===== config.mk =====
export PLATFORM = sky130hd
export DESIGN_NAME = cart_loader_top
export DESIGN_NICKNAME = d
export VERILOG_FILES = /design/src/logic/cart_pkg.sv /design/src/logic/cart_loader_top.sv /design/src/logic/cheat_code_loader.sv /design/src/logic/cart_quirk_table.sv /design/src/logic/region_select.sv /design/src/logic/cart_header_scan.sv /design/src/logic/rom_write_ctrl.sv
export VERILOG_INCLUDE_DIRS = /design/src /design/src/include
export SDC_FILE = /design/constraint.sdc
export NUM_CORES = 1
export LEC_CHECK = 0
export CAP_MARGIN = 30
export CORE_MARGIN = 2
export CORE_UTILIZATION = 50
export CTS_CLUSTER_DIAMETER = 150
export DETAILED_ROUTE_END_ITERATION = 12
export DONT_BUFFER_PORTS = 1
export GPL_ROUTABILITY_DRIVEN = 0
export GPL_TIMING_DRIVEN = 0
export MAX_ROUTING_LAYER = met4
export PLACE_DENSITY_LB_ADDON = 0.25
export SLEW_MARGIN = 20
export SYNTH_ARGS = -nofsm -noshare
export SYNTH_HDL_FRONTEND = slang
export SYNTH_SLANG_ARGS = --single-unit

===== constraint.sdc =====
create_clock -name clk_sys -period 5.3 [get_ports clk_sys]
set_clock_uncertainty 0.2 [all_clocks]
set_input_delay 0.795 -clock clk_sys [delete_from_list [all_inputs] [get_ports clk_sys]]
set_output_delay 0.795 -clock clk_sys [all_outputs]
set_load 0.01 [all_outputs]

===== src/include/cart_defs.svh =====
/*
 * Host bus widths, cartridge header word addresses and the cheat code download index
 */
`ifndef CART_DEFS_SVH
`define CART_DEFS_SVH

// Host bus
`define CART_ADDR_W 25
`define CART_DATA_W 16
`define CART_INDEX_W 8

// Product code is 8 ASCII characters
`define CART_ID_W 64

// One field of a cheat code
`define CODE_FIELD_W 32

// Header words with region letters
`define HDR_REGION_ADDR0 25'h1F0
`define HDR_REGION_ADDR1 25'h1F2

// First word past the header
`define HDR_READY_ADDR 25'h200

// Product code words, lookup fires on the word after the code
`define HDR_ID_FIRST 25'h182
`define HDR_ID_DECIDE 25'h18C

// Download index reserved for cheat codes
`define CODE_INDEX 8'hFF

`endif

===== src/logic/cart_pkg.sv =====
/*
 * Region, auto-region mode and priority enums, quirk flags,
 * cheat code layout and the host word byte swap
 */
`default_nettype none
`include "cart_defs.svh"

package cart_pkg;

	typedef enum logic [1:0] {
		REGION_JP = 2'd0,
		REGION_US = 2'd1,
		REGION_EU = 2'd2
	} region_t;

	// Values 2 and 3 both leave the region alone
	typedef enum logic [1:0] {
		MODE_HEADER     = 2'd0,
		MODE_FILE_INDEX = 2'd1,
		MODE_DISABLED   = 2'd2
	} region_mode_t;

	// Search order for header letters
	typedef enum logic [1:0] {
		PRIO_US_EU_JP = 2'd0,
		PRIO_EU_US_JP = 2'd1,
		PRIO_US_JP_EU = 2'd2,
		PRIO_JP_US_EU = 2'd3
	} region_prio_t;

	typedef struct packed {
		logic sram;
		logic eeprom;
		logic noram;
		logic fifo;
		logic pier;
		logic ttn2;
		logic svp;
		logic fmbusy;
	} cart_quirks_t;

	// Fields in big endian order as the code generator writes them
	typedef struct packed {
		logic [`CODE_FIELD_W-1:0] flags;
		logic [`CODE_FIELD_W-1:0] address;
		logic [`CODE_FIELD_W-1:0] compare;
		logic [`CODE_FIELD_W-1:0] replace;
	} cheat_code_t;

	// Host words arrive little endian, the console bus is big endian
	function automatic logic [`CART_DATA_W-1:0] swap_bytes(input logic [`CART_DATA_W-1:0] w);
		return {w[7:0], w[15:8]};
	endfunction

endpackage

`default_nettype wire


===== src/logic/cart_loader_top.sv =====
/*
 * Cartridge loader top level, download kind decode and block wiring
 */
`timescale 1ns/1ps
`default_nettype none
`include "cart_defs.svh"

module cart_loader_top import cart_pkg::*; (
	input  wire                     clk_sys,
	input  wire                     reset,
	input  wire                     ioctl_download,
	input  wire [`CART_INDEX_W-1:0] ioctl_index,
	input  wire                     ioctl_wr,
	input  wire [`CART_ADDR_W-1:0]  ioctl_addr,
	input  wire [`CART_DATA_W-1:0]  ioctl_data,
	output logic                    ioctl_wait,
	output logic                    rom_wr_req,
	output logic [`CART_ADDR_W-1:0] rom_wr_addr,
	output logic [`CART_DATA_W-1:0] rom_wr_data,
	input  wire                     rom_wr_ack,
	input  wire region_mode_t       region_mode,
	input  wire region_prio_t       region_prio,
	output region_t                 region,
	output logic                    region_set,
	output logic [`CART_ADDR_W-1:0] rom_size,
	output cart_quirks_t            quirks,
	output cheat_code_t             code,
	output logic                    code_valid,
	output logic                    code_reset
);

	logic code_index;
	logic cart_download;
	logic code_download;
	logic hdr_j;
	logic hdr_u;
	logic hdr_e;
	logic header_ready;

	// Everything but the code index is a cartridge image
	assign code_index    = (ioctl_index == `CODE_INDEX);
	assign cart_download = ioctl_download & ~code_index;
	assign code_download = ioctl_download & code_index;

	////////////////////
	rom_write_ctrl rom_write_ctrl_i (
		.clk_sys, .reset, .cart_download, .ioctl_wr, .ioctl_addr, .ioctl_data,
		.rom_wr_ack, .ioctl_wait, .rom_wr_req, .rom_wr_addr, .rom_wr_data, .rom_size
	);

	cart_header_scan cart_header_scan_i (
		.clk_sys, .reset, .cart_download, .ioctl_wr, .ioctl_addr, .ioctl_data,
		.hdr_j, .hdr_u, .hdr_e, .header_ready
	);

	region_select region_select_i (
		.clk_sys, .reset, .region_mode, .region_prio, .ioctl_index,
		.hdr_j, .hdr_u, .hdr_e, .header_ready, .region, .region_set
	);

	cart_quirk_table cart_quirk_table_i (
		.clk_sys, .reset, .cart_download, .ioctl_wr, .ioctl_addr, .ioctl_data, .quirks
	);

	cheat_code_loader cheat_code_loader_i (
		.clk_sys, .reset, .code_download, .ioctl_wr, .ioctl_addr, .ioctl_data,
		.code, .code_valid, .code_reset
	);

endmodule

`default_nettype wire


===== src/logic/cheat_code_loader.sv =====
/*
 * Assembly of 128-bit cheat codes from the 16-bit code download
 */
`timescale 1ns/1ps
`default_nettype none
`include "cart_defs.svh"

module cheat_code_loader import cart_pkg::*; (
	input  wire                    clk_sys,
	input  wire                    reset,
	input  wire                    code_download,
	input  wire                    ioctl_wr,
	input  wire [`CART_ADDR_W-1:0] ioctl_addr,
	input  wire [`CART_DATA_W-1:0] ioctl_data,
	output cheat_code_t            code,
	output logic                   code_valid,
	output logic                   code_reset
);

	logic code_wr;

	assign code_wr = code_download & ioctl_wr;

	// Eight words per code, low half of each field first
	always_ff @(posedge clk_sys) begin
		if (code_wr) begin
			case (ioctl_addr[3:0])
				4'd0:  code.flags[15:0]    <= ioctl_data;
				4'd2:  code.flags[31:16]   <= ioctl_data;
				4'd4:  code.address[15:0]  <= ioctl_data;
				4'd6:  code.address[31:16] <= ioctl_data;
				4'd8:  code.compare[15:0]  <= ioctl_data;
				4'd10: code.compare[31:16] <= ioctl_data;
				4'd12: code.replace[15:0]  <= ioctl_data;
				4'd14: code.replace[31:16] <= ioctl_data;
				default: ;
			endcase
		end
	end

	always_ff @(posedge clk_sys) begin
		if (reset) begin
			code_valid <= 1'b0;
			code_reset <= 1'b0;
		end else begin
			code_valid <= code_wr && (ioctl_addr[3:0] == 4'd14);
			// Very first word of the download clears the old code list
			code_reset <= code_wr && (ioctl_addr == '0);
		end
	end

endmodule

`default_nettype wire


===== src/logic/cart_quirk_table.sv =====
/*
 * Product code capture from the cartridge header and known-quirk lookup
 */
`timescale 1ns/1ps
`default_nettype none
`include "cart_defs.svh"

module cart_quirk_table import cart_pkg::*; (
	input  wire                    clk_sys,
	input  wire                    reset,
	input  wire                    cart_download,
	input  wire                    ioctl_wr,
	input  wire [`CART_ADDR_W-1:0] ioctl_addr,
	input  wire [`CART_DATA_W-1:0] ioctl_data,
	output cart_quirks_t           quirks
);

	logic                  download_q;
	logic                  hdr_wr;
	logic [`CART_ID_W-1:0] cart_id;

	assign hdr_wr = ioctl_wr & cart_download;

	////////////////////
	// Product code, first character in the top byte
	always_ff @(posedge clk_sys) begin
		if (hdr_wr) begin
			case (ioctl_addr)
				`HDR_ID_FIRST:          cart_id[63:56] <= ioctl_data[15:8];
				`HDR_ID_FIRST + 25'd2:  cart_id[55:40] <= swap_bytes(ioctl_data);
				`HDR_ID_FIRST + 25'd4:  cart_id[39:24] <= swap_bytes(ioctl_data);
				`HDR_ID_FIRST + 25'd6:  cart_id[23:8]  <= swap_bytes(ioctl_data);
				`HDR_ID_FIRST + 25'd8:  cart_id[7:0]   <= ioctl_data[7:0];
				default: ;
			endcase
		end
	end

	////////////////////
	// Lookup once the whole code is in
	always_ff @(posedge clk_sys) begin
		if (reset) begin
			download_q <= 1'b0;
			quirks     <= '0;
		end else begin
			download_q <= cart_download;
			if (cart_download && ~download_q)
				quirks <= '0;
			if (hdr_wr && ioctl_addr == `HDR_ID_DECIDE) begin
				case (cart_id)
					// Battery RAM mapped without header info
					"T-081276", "T-81406 ", "T-081586", "T-81576 ", "T-81476 ":
						quirks.sram <= 1'b1;
					"MK-1215 ", "G-4060  ", "00001211", "MK-1228 ", "G-5538  ",
					"00004076", "T-12046 ", "T-12053 ", "G-4524  ":
						quirks.eeprom <= 1'b1;
					// Game probes for RAM that is not there
					"T-113016":
						quirks.noram <= 1'b1;
					"T-89016 ":
						quirks.fifo <= 1'b1;
					"T-574023", "T-574013":
						quirks.pier <= 1'b1;
					"TITAN002":
						quirks.ttn2 <= 1'b1;
					// SVP coprocessor carts
					"MK-1229 ", "G-7001  ":
						quirks.svp <= 1'b1;
					"T-35036 ", "T-25073 ", "MK-1137-":
						quirks.fmbusy <= 1'b1;
					default: ;
				endcase
			end
		end
	end

endmodule

`default_nettype wire


===== src/logic/region_select.sv =====
/*
 * Console region choice from header letters, search priority or file index
 */
`timescale 1ns/1ps
`default_nettype none
`include "cart_defs.svh"

module region_select import cart_pkg::*; (
	input  wire                     clk_sys,
	input  wire                     reset,
	input  wire region_mode_t       region_mode,
	input  wire region_prio_t       region_prio,
	input  wire [`CART_INDEX_W-1:0] ioctl_index,
	input  wire                     hdr_j,
	input  wire                     hdr_u,
	input  wire                     hdr_e,
	input  wire                     header_ready,
	output region_t                 region,
	output logic                    region_set
);

	// First flagged region in the order, else the head of the order
	function automatic region_t pick_region(input region_prio_t prio, input logic [2:0] seen);
		region_t order [3];
		region_t pick;
		case (prio)
			PRIO_US_EU_JP: order = '{REGION_US, REGION_EU, REGION_JP};
			PRIO_EU_US_JP: order = '{REGION_EU, REGION_US, REGION_JP};
			PRIO_US_JP_EU: order = '{REGION_US, REGION_JP, REGION_EU};
			default:       order = '{REGION_JP, REGION_US, REGION_EU};
		endcase
		pick = order[0];
		for (int i = 2; i >= 0; i--) begin
			if (seen[order[i]])
				pick = order[i];
		end
		return pick;
	endfunction

	logic ready_q;

	always_ff @(posedge clk_sys) begin
		if (reset) begin
			ready_q    <= 1'b0;
			region     <= REGION_JP;
			region_set <= 1'b0;
		end else begin
			ready_q <= header_ready;
			if (header_ready && ~ready_q) begin
				case (region_mode)
					MODE_HEADER: begin
						region_set <= 1'b1;
						region     <= pick_region(region_prio, {hdr_e, hdr_u, hdr_j});
					end
					// Index 0 is a plain image without a region hint
					MODE_FILE_INDEX: begin
						region_set <= |ioctl_index;
						region     <= region_t'(ioctl_index[7:6]);
					end
					default: ;
				endcase
			end
			if (~header_ready && ready_q)
				region_set <= 1'b0;
		end
	end

endmodule

`default_nettype wire


===== src/logic/cart_header_scan.sv =====
/*
 * Region letter scan over the cartridge header and header-complete flag
 */
`timescale 1ns/1ps
`default_nettype none
`include "cart_defs.svh"

module cart_header_scan import cart_pkg::*; (
	input  wire                    clk_sys,
	input  wire                    reset,
	input  wire                    cart_download,
	input  wire                    ioctl_wr,
	input  wire [`CART_ADDR_W-1:0] ioctl_addr,
	input  wire [`CART_DATA_W-1:0] ioctl_data,
	output logic                   hdr_j,
	output logic                   hdr_u,
	output logic                   hdr_e,
	output logic                   header_ready
);

	// One bit per region, indexed by region_t
	function automatic logic [2:0] letter_flags(input logic [7:0] c);
		logic [2:0] flags;
		region_t r;
		flags = 3'b000;
		if (c >= "0" && c <= "Z") begin
			if (c == "J")
				r = REGION_JP;
			else if (c == "U")
				r = REGION_US;
			else
				r = REGION_EU;
			flags[r] = 1'b1;
		end
		return flags;
	endfunction

	logic       download_q;
	logic       download_start;
	logic       region_word;
	logic [2:0] flags_old;
	logic [2:0] flags_new;

	assign download_start = cart_download & ~download_q;
	assign region_word    = (ioctl_addr == `HDR_REGION_ADDR0) ||
	                        (ioctl_addr == `HDR_REGION_ADDR1);

	// A fresh download starts from no letters seen
	assign flags_old = download_start ? 3'b000 : {hdr_e, hdr_u, hdr_j};

	always_comb begin
		flags_new = 3'b000;
		if (ioctl_wr && cart_download) begin
			if (region_word)
				flags_new = flags_new | letter_flags(ioctl_data[7:0]);
			// First region word also carries a letter in its upper byte
			if (ioctl_addr == `HDR_REGION_ADDR0)
				flags_new = flags_new | letter_flags(ioctl_data[15:8]);
		end
	end

	always_ff @(posedge clk_sys) begin
		if (reset) begin
			download_q   <= 1'b0;
			hdr_j        <= 1'b0;
			hdr_u        <= 1'b0;
			hdr_e        <= 1'b0;
			header_ready <= 1'b0;
		end else begin
			download_q <= cart_download;
			{hdr_e, hdr_u, hdr_j} <= flags_old | flags_new;
			if (~cart_download && download_q)
				header_ready <= 1'b0;
			else if (ioctl_wr && cart_download && ioctl_addr == `HDR_READY_ADDR)
				header_ready <= 1'b1;
		end
	end

endmodule

`default_nettype wire


===== src/logic/rom_write_ctrl.sv =====
/*
 * ROM write path with toggle request/acknowledge, host wait and ROM size latch
 */
`timescale 1ns/1ps
`default_nettype none
`include "cart_defs.svh"

module rom_write_ctrl import cart_pkg::*; (
	input  wire                     clk_sys,
	input  wire                     reset,
	input  wire                     cart_download,
	input  wire                     ioctl_wr,
	input  wire [`CART_ADDR_W-1:0]  ioctl_addr,
	input  wire [`CART_DATA_W-1:0]  ioctl_data,
	input  wire                     rom_wr_ack,
	output logic                    ioctl_wait,
	output logic                    rom_wr_req,
	output logic [`CART_ADDR_W-1:0] rom_wr_addr,
	output logic [`CART_DATA_W-1:0] rom_wr_data,
	output logic [`CART_ADDR_W-1:0] rom_size
);

	logic download_q;
	logic download_start;
	logic download_end;

	assign download_start = cart_download & ~download_q;
	assign download_end   = ~cart_download & download_q;

	////////////////////
	// Request toggle and host hold
	always_ff @(posedge clk_sys) begin
		if (reset) begin
			download_q <= 1'b0;
			ioctl_wait <= 1'b0;
			rom_wr_req <= 1'b0;
		end else begin
			download_q <= cart_download;
			if (download_end)
				ioctl_wait <= 1'b0;
			// Memory clears its ack at the same start, a word on that cycle is a toggle from 0
			if (download_start) begin
				rom_wr_req <= ioctl_wr;
				ioctl_wait <= ioctl_wr;
			end else if (cart_download) begin
				if (ioctl_wr) begin
					rom_wr_req <= ~rom_wr_req;
					ioctl_wait <= 1'b1;
				end else if (ioctl_wait && (rom_wr_req == rom_wr_ack)) begin
					ioctl_wait <= 1'b0;
				end
			end
		end
	end

	// Last host address stands for the image size
	always_ff @(posedge clk_sys) begin
		if (download_end)
			rom_size <= ioctl_addr;
	end

	assign rom_wr_addr = cart_download ? ioctl_addr : rom_size;
	assign rom_wr_data = swap_bytes(ioctl_data);

endmodule

`default_nettype wire


# == Yosys cells after proc, flatten, opt, wreduce, memory -nomap -nowiden ==
# Index checks and enable logic that the tools add are counted.
# word_totals
reg_bits,238
input_bits,58
output_inout_bits,209
elab_cells,210
# op_classes
order_cmp,11
n_eq_ne,49
n_mux,57
bitwise_logic,14
n_reduce_logical,45
# op_table
op,n
$eq A64 B63 Y1 const B,22
$eq A25 B9 Y1 const B,8
$eq A64 B62 Y1 const B,2
$eq A8 B7 Y1 const B,4
$reduce_and A2 Y1,15
$mux W3,9
$mux W2,13
$eq A25 B10 Y1 const B,1
$logic_not A25 Y1,1
$mux W25,1
$mux W1,21
$mux W6,3
$pmux W6 S3,1
$eq A4 B4 Y1 const B,4
$ge A8 B6 Y1 const B,2
$le A8 B7 Y1 const B,2
$mux W8,2
$lt A2 B3 Y1 const B,5
$logic_and A1 B1 Y1,14
$reduce_or A9 Y1,1
$eq A4 B3 Y1 const B,2
$eq A8 B8 Y1 const B,1
$reduce_or A2 Y1,4
$reduce_or A8 Y1,1
other kinds (18),37

# == Longest topological paths before layout ==
# depth
ltp_word,17
mapped_depth,7
mapped_depth_nobuf,6

# == Cells and area by module ==
# From an unflattened synthesis, not the netlist that was laid out.
# hier_totals
hier_cells,618
hier_area_um2,9688.0
# modules_own_cells
module,n_inst,cells_per_inst,area_each_um2,seq_area_each_um2
cheat_code_loader,1,152,4018.9,3883.7
cart_quirk_table,1,285,3578.4,2102.0
rom_write_ctrl,1,85,1316.3,810.8
cart_header_scan,1,62,498.0,100.1
region_select,1,29,247.7,80.1
cart_loader_top,1,5,28.8,0.0

# == Least setup slack after synthesis ==
# No wires, ideal clock.
# synth_timing
kind,input to output
from,input ioctl_index[7]
to,output rom_wr_addr[10]
arrival_ns,2.177
required_time_ns,4.305
path_slack_ns,2.128
path_stages,4
path_buffers,1
cell_sequence,nand4_1 o21ai_1 clkbuf_1 mux2_2
# synth_between
elab_chain_len,4
# synth_rtl
element,line,rtl
"start, declared",cart_loader_top.sv:12,"input wire [`CART_INDEX_W-1:0] ioctl_index,"
$eq A8 B8 Y1 (no source line),--,
$not A1 Y1,cart_loader_top.sv:42,assign cart_download = ioctl_download & ~code_index;
$and A1 B1 Y1,cart_loader_top.sv:42,
$mux W25,rom_write_ctrl.sv:62,assign rom_wr_addr = cart_download ? ioctl_addr : rom_size;
"end, declared",cart_loader_top.sv:18,"output logic [`CART_ADDR_W-1:0] rom_wr_addr,"
# No other way between the ends.

# == Worst setup path in the final report ==
# layout_timing
from,input ioctl_index[3]
to,output rom_wr_addr[14]
# The elaborated chain is that of the path after synthesis.

==> out/results.tsv <==
stage	metric	value	unit
clocking	clkTransAtPathRegs	0.06	ns
synthesis	synth.avg_cell_area	15.27	sq um
sta	drv_slew	0	
global_routing	grt_max_degree	19	
global_routing	grt_first_pass_wirelength	33970	um
sta	slew-limit-headroom	38.45	%
synthesis	synthesis.area	0.009269	sq mm
layout	syn_to_final_growth	11.39	%
critical_path	crit_path_max_fanout	10	
critical_path	end_kind	primary output	
synthesis	synthArstFlopShare	0	%
sta	period_minus_slack	3.614	ns
clocking	cts_tree	done	
pwr	peakVddDrop	285.2	uV
sta	tns	0	ns
detailed_routing	antenna_left	0	
detailed_routing	met3_length	2726	um
synthesis	synth.top_cell.area_share	70.30	%
pwr	powerDensity	349.6	mW/mm^2
layout	drive_gt1_share	15.14	%
clocking	insertion_delay	0.51	ns
critical_path	criticalPathCategory	in -> out	
synthesis	yosysMostFrequentCell	edfxtp_1	
placement	dp_hpwl	15420	um
synthesis	synth_enable_flop_cells	217	
global_routing	track_usage	23.52	%
synthesis	synth_warnings	0	
detailed_routing	routed_wl	23030	um
synthesis	ys_top_cells_by_area	edfxtp_1 70%, dfxtp_1 4.5%, mux2_2 3.2%	
detailed_routing	met1_length	9111	um
status	violations	DRC	
floorplan	fp.dieArea	0.01964	sq mm
pwr	p_leak	3.137	nW
global_routing	antenna_found_initial	1	
sta	fmax	276.7	MHz
critical_path	start_kind	input port	
synthesis	synthCells	607	
global_routing	overflow	0	
sta	rsz0062_at_grt	false	
sta	setup_violations	0	
placement	dp_worst_setup_slack	1.666	ns
detailed_routing	met2_length	10710	um
clocking	htree_levels	1	
sta	setup_ws	1.686	ns
clocking	clockBufferDepth	3	
sta	final_hold_viol_count	0	
floorplan	fp-row-count	49	
sta	whs	0.1745	ns
synthesis	synth_area_leader_cell	edfxtp_1	
clocking	cts_hold_buf	0	
layout	nNetsFinal	696	
flow_run	cap_violations	0	
floorplan	initial_utilization	51.25	%
clocking	cts_root_buf	clkbuf_16	
detailed_routing	wl_per_cell	26.05	um
worst_hold_path	hp-class	in -> reg	
clocking	clock_sinks	238	
detailed_routing	num_vias	5624	
synthesis	synth-seq-cells	238	
floorplan	core	0.01809	sq mm
detailed_routing	drc	8	
detailed_routing	drt_iter0_drc	780	
clocking	numCtsBuffers	22	
global_routing	grt_pass1_vias	5714	
clocking	ctsResizeCount	0	
status	status	complete, but fails checks	
critical_path	cp.required	4.30	ns
floorplan	die_w	140.2	um
detailed_routing	first_pass_iters	10	
sta	tightestPinTransition	0.9223	ns
detailed_routing	vias_per_cell	6.362	
synthesis	yosysUniqueCellTypes	53	
synthesis	yosys-top-cells-count	217 x edfxtp_1, 52 x nor2_1, 28 x nand4_1, 27 x nor3_1, 26 x mux2_2	
clocking	postCtsSetupBuffers	0	
synthesis	yosysSeqAreaShare	74.84	%
critical_path	arrival	2.62	ns
placement	io_buffers	0	
floorplan	die_y	140.2	um
floorplan	ios	267	
synthesis	synth_nets	665	
sta	fin_crit_sh	68.20	%
synthesis	synth_ff_type	edfxtp_1	
detailed_routing	route.top_layer_used	met4	
## flip-flops by register name (all words and copies together) (netlist names)
name	cells
cart_quirk_table_i.cart_id	64
cheat_code_loader_i.code_reset	1
cart_header_scan_i.hdr_u	1
region_select_i.region	2
cheat_code_loader_i.code	128
cart_quirk_table_i.quirks	8
cart_header_scan_i.header_ready	1
region_select_i.region_set	1
cart_header_scan_i.hdr_j	1
cart_quirk_table_i.download_q	1
rom_write_ctrl_i.rom_wr_req	1
region_select_i.ready_q	1
cheat_code_loader_i.code_valid	1
cart_header_scan_i.hdr_e	1
rom_write_ctrl_i.rom_size	25
rom_write_ctrl_i.ioctl_wait	1
## area by class of cell
cell class                      instances  area [sq um]
Multi-Input combinational cell        336          2166
Tap cell                              229         286.5
Clock buffer                           23         554.3
Fill cell                            1400          7761
Antenna cell                            1         2.502
Timing Repair Buffer                    7         55.05
Inverter                                5         18.77
Sequential cell                       238          6937
Clock inverter                         17         127.6
Buffer                                 28         177.7
## layer usage
layer  global-route usage, %  vias up
li1                        -     2434
met1                   30.94     2744
met2                   35.58      401
met3                   7.829       45
met4                   6.326        0
met5                       -        -
## cells by family (layout without fill, tap and decap cells)
logic type	after synthesis	after routing	synth area share, %
AO/OA/AOI/OAI	53	53	3.645
XOR/XNOR	3	3	0.2835
buffers and inverters	33	80	2.119
flip-flops	238	238	74.84
multiplexers	29	29	3.483
other	0	1	0
AND/OR/NAND/NOR	251	251	15.63
## placed cells by master, fill, tap and decap left out, drive strengths merged, types with 4 or more instances in the layout
cell | synthesis | routed
nor3 | 27 | 27
inv | 5 | 5
clkinv | 0 | 13
clkbuf | 10 | 35
nor3b | 10 | 10
a21oi | 16 | 16
dfxtp | 21 | 21
o21ai | 14 | 14
buf | 18 | 23
nand4b | 4 | 4
nor4bb | 6 | 6
or3 | 5 | 5
nand3b | 9 | 9
edfxtp | 217 | 217
nand3 | 16 | 16
nor2 | 52 | 52
nor2b | 11 | 11
nor4b | 8 | 8
nand2 | 25 | 25
mux2 | 26 | 26
and3 | 7 | 7
nand2b | 10 | 10
nor4 | 12 | 12
or4 | 5 | 5
nand4 | 28 | 28
## per-stage QoR
stage | utilization, % | area, sq um | std cells | total power [mW]
2_1_floorplan | - | 9269 | 607 | 2.164
6_report | 57.09 | 10320 | 884 | 3.609
5_1_grt | 57.09 | 10320 | 884 | 3.701
3_5_place_dp | 53.25 | 9630 | 841 | 2.180
4_1_cts | 57.02 | 10310 | 881 | 3.626
3_3_place_gp | 52.83 | 9555 | 836 | 2.177
## report_power, final
part           switching (mW)  total [mW]  internal (mW)
combinational          0.0449      0.0774         0.0325
clock                   0.655        1.47          0.815
sequential            0.00802        2.06           2.05
total                   0.708        3.61           2.90
## final timing paths
kind                                            startpoint                                 endpoint  slack (ns)  cells after the start
hold / removal                              ioctl_addr[10]  rom_write_ctrl_i.rom_size[10]$_DFFE_PP_        0.17                      0
setup / recovery                            ioctl_index[3]                          rom_wr_addr[14]        1.69                      4
hold reg to reg        cart_header_scan_i.hdr_j$_SDFF_PP0_      cart_header_scan_i.hdr_j$_SDFF_PP0_        0.33                      2
setup reg to reg  cart_quirk_table_i.cart_id[46]$_DFFE_PP_  cart_quirk_table_i.quirks[1]$_SDFF_PP0_        2.71                      6
## critical path, stage by stage
cell,delay [ns]
nand4_1,0.16
o21ai_1,0.73
clkbuf_1,0.49
mux2_2,0.44
No activity file was read; power rests on OpenSTA's default activity.
